File: src/design/dcache_pkg.sv
package dcache_pkg;

	// address and data geometry
	localparam int addr_w     = 32;
	localparam int word_w     = 32;
	localparam int byte_lanes = word_w / 8;

	// 8 sets of 4 words, two ways
	localparam int offset_w   = 2;
	localparam int index_w    = 3;
	localparam int tag_w      = addr_w - index_w - offset_w - 2;
	localparam int num_sets   = 1 << index_w;
	localparam int line_words = 1 << offset_w;

	typedef logic [addr_w-1:0]     addr_t;
	typedef logic [word_w-1:0]     word_t;
	typedef logic [byte_lanes-1:0] strb_t;
	typedef logic [tag_w-1:0]      tag_t;
	typedef logic [index_w-1:0]    index_t;
	typedef logic [offset_w-1:0]   offset_t;

	// miss and refill controller
	typedef enum logic [2:0]
	{
		ctrl_idle,
		// one cycle after every accepted access
		ctrl_respond,
		// dirty victim goes out first
		ctrl_wb_addr,
		ctrl_wb_data,
		// then the missing line comes in
		ctrl_rd_addr,
		ctrl_rd_data,
		ctrl_fill_done
	} ctrl_state_t;

endpackage

File: src/design/dcache_tag_store.sv
`timescale 1ns/100ps

module dcache_tag_store import dcache_pkg::*;
(
	input  logic   clk,
	input  logic   rst_n,
	input  index_t lookup_index,
	input  tag_t   lookup_tag,
	input  logic   fill,
	input  logic   fill_way,
	input  index_t fill_index,
	input  tag_t   fill_tag,
	input  logic   mark_dirty,
	input  logic   clean,
	input  logic   touch,
	input  logic   touch_way,
	output logic   hit0,
	output logic   hit1,
	output logic   victim_way,
	output logic   victim_dirty,
	output tag_t   victim_tag
);

	// per-way tag array
	tag_t tags [2][num_sets];

	// per-way status bits, one per set
	logic [num_sets-1:0] valid [2];
	logic [num_sets-1:0] dirty [2];

	// lru points at the way to replace next
	logic [num_sets-1:0] lru;

	// a stale tag in an invalid entry must not hit
	assign hit0 = valid[0][lookup_index] && (tags[0][lookup_index] == lookup_tag);
	assign hit1 = valid[1][lookup_index] && (tags[1][lookup_index] == lookup_tag);

	assign victim_way   = lru[lookup_index];
	assign victim_dirty = valid[victim_way][lookup_index] && dirty[victim_way][lookup_index];
	assign victim_tag   = tags[victim_way][lookup_index];

	always_ff @(posedge clk)
	begin
		if (fill)
		begin
			tags[fill_way][fill_index] <= fill_tag;
		end
	end

	always_ff @(posedge clk)
	begin
		if (!rst_n)
		begin
			valid[0] <= '0;
			valid[1] <= '0;
			dirty[0] <= '0;
			dirty[1] <= '0;
			lru      <= '0;
		end
		else
		begin
			// a refilled line starts clean
			if (fill)
			begin
				valid[fill_way][fill_index] <= 1'b1;
				dirty[fill_way][fill_index] <= 1'b0;
			end
			// end of write-back
			if (clean)
			begin
				dirty[fill_way][fill_index] <= 1'b0;
			end
			if (mark_dirty)
			begin
				dirty[touch_way][lookup_index] <= 1'b1;
			end
			// the other way becomes least recently used
			if (touch)
			begin
				lru[lookup_index] <= ~touch_way;
			end
		end
	end

	// a refill never installs a tag already present in the other way
	assert property (@(posedge clk) disable iff (!rst_n) !(hit0 && hit1));

endmodule

File: src/design/dcache_data_store.sv
`timescale 1ns/100ps

module dcache_data_store import dcache_pkg::*;
(
	input  logic    clk,
	input  logic    rst_n,
	input  logic    we,
	input  logic    wr_way,
	input  index_t  wr_index,
	input  offset_t wr_offset,
	input  strb_t   wr_strb,
	input  word_t   wr_data,
	input  logic    rd_way,
	input  index_t  rd_index,
	input  offset_t rd_offset,
	output word_t   rd_data
);

	// two ways, words addressed by {index, offset}
	word_t mem [2][num_sets*line_words];

	logic [index_w+offset_w-1:0] wr_addr;
	logic [index_w+offset_w-1:0] rd_addr;

	assign wr_addr = {wr_index, wr_offset};
	assign rd_addr = {rd_index, rd_offset};

	// byte-masked write
	always_ff @(posedge clk)
	begin
		if (we)
		begin
			for (int b = 0; b < byte_lanes; b++)
			begin
				if (wr_strb[b])
				begin
					mem[wr_way][wr_addr][8*b +: 8] <= wr_data[8*b +: 8];
				end
			end
		end
	end

	// result stage, word of the selected way one cycle after the address
	always_ff @(posedge clk)
	begin
		if (!rst_n)
		begin
			rd_data <= '0;
		end
		else
		begin
			rd_data <= mem[rd_way][rd_addr];
		end
	end

endmodule

File: src/design/dcache_ctrl.sv
`timescale 1ns/100ps

module dcache_ctrl import dcache_pkg::*;
(
	input  logic    clk,
	input  logic    rst_n,
	input  logic    cpu_re,
	input  logic    cpu_we,
	input  addr_t   cpu_addr,
	input  strb_t   cpu_strb,
	input  word_t   cpu_wdata,
	input  logic    hit0,
	input  logic    hit1,
	input  logic    victim_way,
	input  logic    victim_dirty,
	input  tag_t    victim_tag,
	input  word_t   line_data,
	input  logic    awready,
	input  logic    wready,
	input  logic    arready,
	input  logic    rvalid,
	input  word_t   rdata,
	output logic    stall,
	output logic    fill,
	output logic    fill_way,
	output index_t  fill_index,
	output tag_t    fill_tag,
	output logic    mark_dirty,
	output logic    clean,
	output logic    touch,
	output logic    touch_way,
	output logic    we,
	output logic    wr_way,
	output index_t  wr_index,
	output offset_t wr_offset,
	output strb_t   wr_strb,
	output word_t   wr_data,
	output logic    rd_way,
	output index_t  rd_index,
	output offset_t rd_offset,
	output logic    awvalid,
	output addr_t   awaddr,
	output logic    wvalid,
	output word_t   wdata,
	output logic    wlast,
	output logic    arvalid,
	output addr_t   araddr,
	output logic    rready
);

	ctrl_state_t state;
	offset_t     beat;

	// line being replaced, captured when the miss is seen
	logic   miss_way;
	index_t miss_index;
	tag_t   miss_tag;
	tag_t   wb_tag;

	tag_t    cpu_tag;
	index_t  cpu_index;
	offset_t cpu_offset;
	logic    access;
	logic    hit;
	logic    w_hs;

	assign cpu_tag    = cpu_addr[addr_w-1 -: tag_w];
	assign cpu_index  = cpu_addr[addr_w-tag_w-1 -: index_w];
	assign cpu_offset = cpu_addr[addr_w-tag_w-index_w-1 -: offset_w];

	assign access = cpu_re | cpu_we;
	assign hit    = hit0 | hit1;
	assign w_hs   = wvalid & wready;

	assign stall = (state != ctrl_idle) || (access && !hit);

	// tag store strobes
	assign touch      = (state == ctrl_idle) && access && hit;
	assign touch_way  = hit1;
	assign mark_dirty = touch && cpu_we;
	assign fill       = (state == ctrl_fill_done);
	assign fill_way   = miss_way;
	assign fill_index = miss_index;
	assign fill_tag   = miss_tag;
	assign clean      = (state == ctrl_wb_data) && w_hs && wlast;

	// line-aligned burst addresses
	assign awaddr = {wb_tag, miss_index, {(addr_w-tag_w-index_w){1'b0}}};
	assign araddr = {miss_tag, miss_index, {(addr_w-tag_w-index_w){1'b0}}};

	// refill beats or cpu write hits
	always_comb
	begin
		if (state == ctrl_rd_data)
		begin
			we        = rvalid & rready;
			wr_way    = miss_way;
			wr_index  = miss_index;
			wr_offset = beat;
			wr_strb   = '1;
			wr_data   = rdata;
		end
		else
		begin
			we        = mark_dirty;
			wr_way    = hit1;
			wr_index  = cpu_index;
			wr_offset = cpu_offset;
			wr_strb   = cpu_strb;
			wr_data   = cpu_wdata;
		end
	end

	// look ahead one word on a W handshake so the next beat is ready
	always_comb
	begin
		if (state == ctrl_idle)
		begin
			rd_way    = hit1;
			rd_index  = cpu_index;
			rd_offset = cpu_offset;
		end
		else
		begin
			rd_way    = miss_way;
			rd_index  = miss_index;
			rd_offset = beat + offset_t'(w_hs);
		end
	end

	always_ff @(posedge clk)
	begin
		if ((state == ctrl_idle) && access && !hit)
		begin
			miss_way   <= victim_way;
			miss_index <= cpu_index;
			miss_tag   <= cpu_tag;
			wb_tag     <= victim_tag;
		end
	end

	// held until wready
	always_ff @(posedge clk)
	begin
		if ((state == ctrl_wb_data) && !wvalid)
		begin
			wdata <= line_data;
		end
	end

	always_ff @(posedge clk)
	begin
		if (!rst_n)
		begin
			state   <= ctrl_idle;
			beat    <= '0;
			awvalid <= 1'b0;
			wvalid  <= 1'b0;
			wlast   <= 1'b0;
			arvalid <= 1'b0;
			rready  <= 1'b0;
		end
		else
		begin
			case (state)
				ctrl_idle:
				begin
					if (access && hit)
					begin
						state <= ctrl_respond;
					end
					else if (access)
					begin
						beat <= '0;
						if (victim_dirty)
						begin
							awvalid <= 1'b1;
							state   <= ctrl_wb_addr;
						end
						else
						begin
							arvalid <= 1'b1;
							state   <= ctrl_rd_addr;
						end
					end
				end
				ctrl_respond:
				begin
					state <= ctrl_idle;
				end
				ctrl_wb_addr:
				begin
					if (awready)
					begin
						awvalid <= 1'b0;
						state   <= ctrl_wb_data;
					end
				end
				ctrl_wb_data:
				begin
					if (!wvalid)
					begin
						wvalid <= 1'b1;
						wlast  <= (beat == offset_t'(line_words - 1));
					end
					else if (wready)
					begin
						wvalid <= 1'b0;
						wlast  <= 1'b0;
						beat   <= beat + 1'b1;
						// write-back done, go fetch the missing line
						if (wlast)
						begin
							beat    <= '0;
							arvalid <= 1'b1;
							state   <= ctrl_rd_addr;
						end
					end
				end
				ctrl_rd_addr:
				begin
					if (arready)
					begin
						arvalid <= 1'b0;
						rready  <= 1'b1;
						state   <= ctrl_rd_data;
					end
				end
				ctrl_rd_data:
				begin
					if (rvalid)
					begin
						beat <= beat + 1'b1;
						if (beat == offset_t'(line_words - 1))
						begin
							rready <= 1'b0;
							state  <= ctrl_fill_done;
						end
					end
				end
				ctrl_fill_done:
				begin
					state <= ctrl_idle;
				end
				default:
				begin
					state <= ctrl_idle;
				end
			endcase
		end
	end

	// last beat flag only travels with valid write data
	assert property (@(posedge clk) disable iff (!rst_n) wlast |-> wvalid);

	// write-back and refill address phases never overlap
	assert property (@(posedge clk) disable iff (!rst_n) !(arvalid && awvalid));

endmodule

File: src/design/dcache_top.sv
`timescale 1ns/100ps

module dcache_top import dcache_pkg::*;
(
	input  logic  clk,
	input  logic  rst_n,
	input  logic  cpu_re,
	input  logic  cpu_we,
	input  addr_t cpu_addr,
	input  strb_t cpu_strb,
	input  word_t cpu_wdata,
	output word_t cpu_rdata,
	output logic  stall,
	output logic  awvalid,
	input  logic  awready,
	output addr_t awaddr,
	output logic  wvalid,
	input  logic  wready,
	output word_t wdata,
	output logic  wlast,
	output logic  arvalid,
	input  logic  arready,
	output addr_t araddr,
	input  logic  rvalid,
	output logic  rready,
	input  word_t rdata
);

	tag_t    lookup_tag;
	index_t  lookup_index;
	logic    hit0;
	logic    hit1;
	logic    victim_way;
	logic    victim_dirty;
	tag_t    victim_tag;
	logic    fill;
	logic    fill_way;
	index_t  fill_index;
	tag_t    fill_tag;
	logic    mark_dirty;
	logic    clean;
	logic    touch;
	logic    touch_way;
	logic    we;
	logic    wr_way;
	index_t  wr_index;
	offset_t wr_offset;
	strb_t   wr_strb;
	word_t   wr_data;
	logic    rd_way;
	index_t  rd_index;
	offset_t rd_offset;
	word_t   line_data;

	// read word capture
	logic  rd_pending;
	word_t rd_hold;

	assign lookup_tag   = cpu_addr[addr_w-1 -: tag_w];
	assign lookup_index = cpu_addr[addr_w-tag_w-1 -: index_w];

	// store output moves during bursts, so keep the last read word
	always_ff @(posedge clk)
	begin
		if (!rst_n)
		begin
			rd_pending <= 1'b0;
		end
		else
		begin
			rd_pending <= cpu_re & ~cpu_we & ~stall;
		end
	end

	always_ff @(posedge clk)
	begin
		if (rd_pending)
		begin
			rd_hold <= line_data;
		end
	end

	assign cpu_rdata = rd_pending ? line_data : rd_hold;

	dcache_tag_store i_tag_store (
		.clk          (clk),
		.rst_n        (rst_n),
		.lookup_index (lookup_index),
		.lookup_tag   (lookup_tag),
		.fill         (fill),
		.fill_way     (fill_way),
		.fill_index   (fill_index),
		.fill_tag     (fill_tag),
		.mark_dirty   (mark_dirty),
		.clean        (clean),
		.touch        (touch),
		.touch_way    (touch_way),
		.hit0         (hit0),
		.hit1         (hit1),
		.victim_way   (victim_way),
		.victim_dirty (victim_dirty),
		.victim_tag   (victim_tag)
	);

	dcache_ctrl i_ctrl (
		.clk          (clk),
		.rst_n        (rst_n),
		.cpu_re       (cpu_re),
		.cpu_we       (cpu_we),
		.cpu_addr     (cpu_addr),
		.cpu_strb     (cpu_strb),
		.cpu_wdata    (cpu_wdata),
		.hit0         (hit0),
		.hit1         (hit1),
		.victim_way   (victim_way),
		.victim_dirty (victim_dirty),
		.victim_tag   (victim_tag),
		.line_data    (line_data),
		.awready      (awready),
		.wready       (wready),
		.arready      (arready),
		.rvalid       (rvalid),
		.rdata        (rdata),
		.stall        (stall),
		.fill         (fill),
		.fill_way     (fill_way),
		.fill_index   (fill_index),
		.fill_tag     (fill_tag),
		.mark_dirty   (mark_dirty),
		.clean        (clean),
		.touch        (touch),
		.touch_way    (touch_way),
		.we           (we),
		.wr_way       (wr_way),
		.wr_index     (wr_index),
		.wr_offset    (wr_offset),
		.wr_strb      (wr_strb),
		.wr_data      (wr_data),
		.rd_way       (rd_way),
		.rd_index     (rd_index),
		.rd_offset    (rd_offset),
		.awvalid      (awvalid),
		.awaddr       (awaddr),
		.wvalid       (wvalid),
		.wdata        (wdata),
		.wlast        (wlast),
		.arvalid      (arvalid),
		.araddr       (araddr),
		.rready       (rready)
	);

	dcache_data_store i_data_store (
		.clk       (clk),
		.rst_n     (rst_n),
		.we        (we),
		.wr_way    (wr_way),
		.wr_index  (wr_index),
		.wr_offset (wr_offset),
		.wr_strb   (wr_strb),
		.wr_data   (wr_data),
		.rd_way    (rd_way),
		.rd_index  (rd_index),
		.rd_offset (rd_offset),
		.rd_data   (line_data)
	);

endmodule

File: config.mk
export PLATFORM = sky130hd
export DESIGN_NAME = dcache_top
export DESIGN_NICKNAME = d
export VERILOG_FILES = /design/src/design/dcache_pkg.sv /design/src/design/dcache_tag_store.sv /design/src/design/dcache_data_store.sv /design/src/design/dcache_ctrl.sv /design/src/design/dcache_top.sv
export SDC_FILE = /design/constraint.sdc
export NUM_CORES = 2
export LEC_CHECK = 0
export BUFFER_PORTS_ARGS = -buffer_cell sky130_fd_sc_hd__buf_4
export CORE_UTILIZATION = 57
export DETAILED_ROUTE_END_ITERATION = 8
export PLACE_DENSITY = 0.75
export SLEW_MARGIN = 20
export SYNTH_ARGS = -nofsm -noshare
export SYNTH_HDL_FRONTEND = slang
export SYNTH_SLANG_ARGS = --single-unit
File: constraint.sdc
create_clock -name clk -period 9.6 [get_ports clk]
set_input_delay 0.48 -clock clk [delete_from_list [all_inputs] [get_ports clk]]
set_output_delay 0.48 -clock clk [all_outputs]
set_load 0.02 [all_outputs]
==> impl_metrics.json <==
{
  "synth_edf_count": 2550,
  "dp_slack_ns": 2.59,
  "max_freq_ghz": 0.156,
  "hold_path.class": "input port to register",
  "area_delta_synth_final_pct": 12.6,
  "power_leakage_nw": 41.1,
  "synth.avg_cell_area_um2": 14.4,
  "ant_nets": 0,
  "synth_seq_cells": 2649,
  "synth_cell_type_count": 85,
  "drt-pass1-iter-count": 8,
  "vias": 67600,
  "synth_mux_area_frac": 0.0686,
  "place.gp.congestion": 0.937,
  "tns_ns": 0,
  "grt_pass1_vias": 65200,
  "start_util": 0.576,
  "cts.path.max_buffers": 4,
  "grt_pass1_wl_um": 439000,
  "irDropWorstVdd_uv": 410,
  "hpwl_um": 179000,
  "slew_headroom": 0.143,
  "status": "finished, final reports clean",
  "final_cell_mix": "edfxtp_1 (2550), nand2_1 (1422), nand3_1 (493)",
  "h-tree-depth": 5,
  "fp.dieH_um": 433,
  "crit_path_max_fanout": 61,
  "grt-ovfl-total": 0,
  "fp-row-count": 157,
  "setup_viol": 0,
  "coreArea_mm2": 0.184,
  "antenna_found_initial": 14,
  "syn_inst": 7335,
  "viasPerCell": 6.60,
  "cts_tree": "done",
  "yosysWarningCount": 0,
  "clock_skew_ns": 0.0606,
  "synth_area_mm2": 0.106,
  "synth_compound_area_frac": 0.0604,
  "dieArea_mm2": 0.188,
  "clock_sinks": 2649,
  "clock_latency_ns": 0.94,
  "cts_root_buffer": "clkbuf_16",
  "finalCritPeriodShare": 0.669,
  "final_util": 0.649,
  "drt_iter0_markers": 10200,
  "async_reset_ff_frac": 0,
  "portBuffers": 231,
  "holdWs_ns": 0.0536,
  "grt_start_max_net_pins": 152,
  "cp-start-kind": "input port",
  "hold_viol": 0,
  "crit_arrival_ns": 7.27,
  "worst_slack_ns": 3.18,
  "path_clk_slew_ns": 0.06,
  "yosys.area_share.xor_xnor": 0.00306,
  "rsz0062_at_grt": "no",
  "worstSetupPathType": "input port to register",
  "synth_top_family_by_area": "simple AND/OR/NAND/NOR gates",
  "tightestPinTransition_ns": 1.28,
  "globalRouteTotalUtil": 0.324,
  "mostFrequentLayoutCell": "edfxtp_1",
  "wl_per_cell_um": 29.9,
  "synth_flop_cell": "edfxtp_1",
  "synth-simple-area-share": 0.106,
  "nets": 7687,
  "yosysSeqAreaShare": 0.742,
  "postCtsSetupBuffers": 0,
  "wirelength_um": 306000,
  "critPathRequiredTime_ns": 10.45,
  "finalMaxSlewViolations": 0,
  "pin_count": 242,
  "end_kind": "register",
  "drive_above_1_share": 0.132,
  "maxCapViolCount": 0,
  "synth_fa_ha_area_frac": 0.000236,
  "die_w_um": 433,
  "post-route-drc-count": 0,
  "powerDensity_mw_per_mm2": 300,
  "cts_buffers": 277,
  "min_period_ns": 6.42
}
==> registers in the layout, summed over array words and instances, names as in the netlist, 2 cells and up <==
register,flops
i_ctrl.state,3
i_data_store.rd_data,32
i_ctrl.beat,2
i_ctrl.fill_tag,25
rd_hold,32
i_ctrl.wdata,32
i_ctrl.fill_index,3
i_data_store.mem,2048
i_tag_store.valid,16
i_tag_store.lru,8
i_tag_store.tags,400
i_ctrl.wb_tag,25
i_tag_store.dirty,16
==> power breakdown <==
group,internal [W],switching [W]
clock,0.00585,0.00428
sequential,0.0135,0.000364
combinational,0.00333,0.00845
==> path summary, 6_finish.rpt <==
kind	from	to	slack, ns	depth (start not counted)
hold / removal	rst_n	i_ctrl.arvalid	0.05	3
setup / recovery	cpu_addr[5]	i_data_store.rd_data[5]	3.18	15
hold reg to reg	i_data_store.rd_data[10]	i_ctrl.wdata[10]	0.43	0
setup reg to reg	i_tag_store.tags[1][138]	i_data_store.rd_data[5]	3.53	13
==> Yosys cell counts (all sizes together) (13+ instances only) <==
cell type	number	share of area
nand2b	23	0.0014
a32oi	48	0.0040
a22oi	47	0.0033
o221ai	47	0.0039
a221oi	53	0.0044
a211oi	42	0.0030
mux4	83	0.018
a21oi	203	0.0096
edfxtp	2550	0.72
mux2	147	0.016
o211ai	13	0.00092
nor4	22	0.0013
nand3	493	0.023
nand4	30	0.0018
mux2i	374	0.035
a311oi	33	0.0027
and3	80	0.0047
dfxtp	99	0.019
a31oi	86	0.0051
clkbuf	260	0.0092
xor2	26	0.0021
nor2	402	0.014
buf	206	0.011
o22ai	76	0.0045
a2111oi	35	0.0029
nor3	47	0.0022
nand2	1462	0.052
a21boi	18	0.0013
or3	14	0.00083
o21ai	128	0.0060
a22o	18	0.0015
==> routing by layer <==
layer  routed length, um  global-route usage
met1              107000               0.429
met2              138000               0.491
met3               42000              0.0895
met4               18400               0.175
met5                  27                   0
==> cells by family (layout without fill, tap and decap cells) <==
family,Yosys count,after routing
AO/OA/AOI/OAI,932,932
XOR/XNOR,37,37
adder cells (fa/ha/maj),2,2
buffers and inverters,475,902
flip-flops,2649,2649
multiplexers,604,604
other,1,16
AND/OR/NAND/NOR,2635,2635
==> through the flow <==
stage / power [W] / cell area (um^2) / std cells
CTS: 0.0355 / 119000 / 10200
global route: 0.0367 / 119000 / 10200
detailed placement: 0.0254 / 111000 / 9730
floorplan: 0.0208 / 106000 / 7342
finish: 0.0358 / 119000 / 10200
global placement: 0.0252 / 110000 / 9725
==> what timing repair did <==
| action | CTS | global route |
|---|---|---|
| gates resized for setup | 0 | 0 |
| hold buffers | 32 | 0 |
| hold endpoints to repair | 30 | 0 |
==> cell type report <==
| cell class | count | area, um^2 |
|---|---|---|
| Sequential cell | 2649 | 78600 |
| Clock buffer | 356 | 7430 |
| Timing Repair Buffer | 422 | 3530 |
| Multi-Input combinational cell | 4218 | 25700 |
| Inverter | 9 | 33.8 |
| Tap cell | 2464 | 3080 |
| Fill cell | 12500 | 64600 |
| Antenna cell | 8 | 20.0 |
| Clock inverter | 115 | 947 |
==> worst max-delay path: stages <==
cell	delay [ns]
buf_4	0.33
buf_4	0.49
nand2b_1	0.80
o22ai_1	0.28
o21ai_0	0.42
nand4_1	0.19
or4b_1	0.61
or4b_2	0.79
nand2_4	0.70
buf_12	0.40
a31oi_1	0.14
o211ai_1	0.17
a21oi_1	0.10
nor4_1	0.91
o41a_1	0.25
Note: power is estimated with default switching activity, not from simulation.
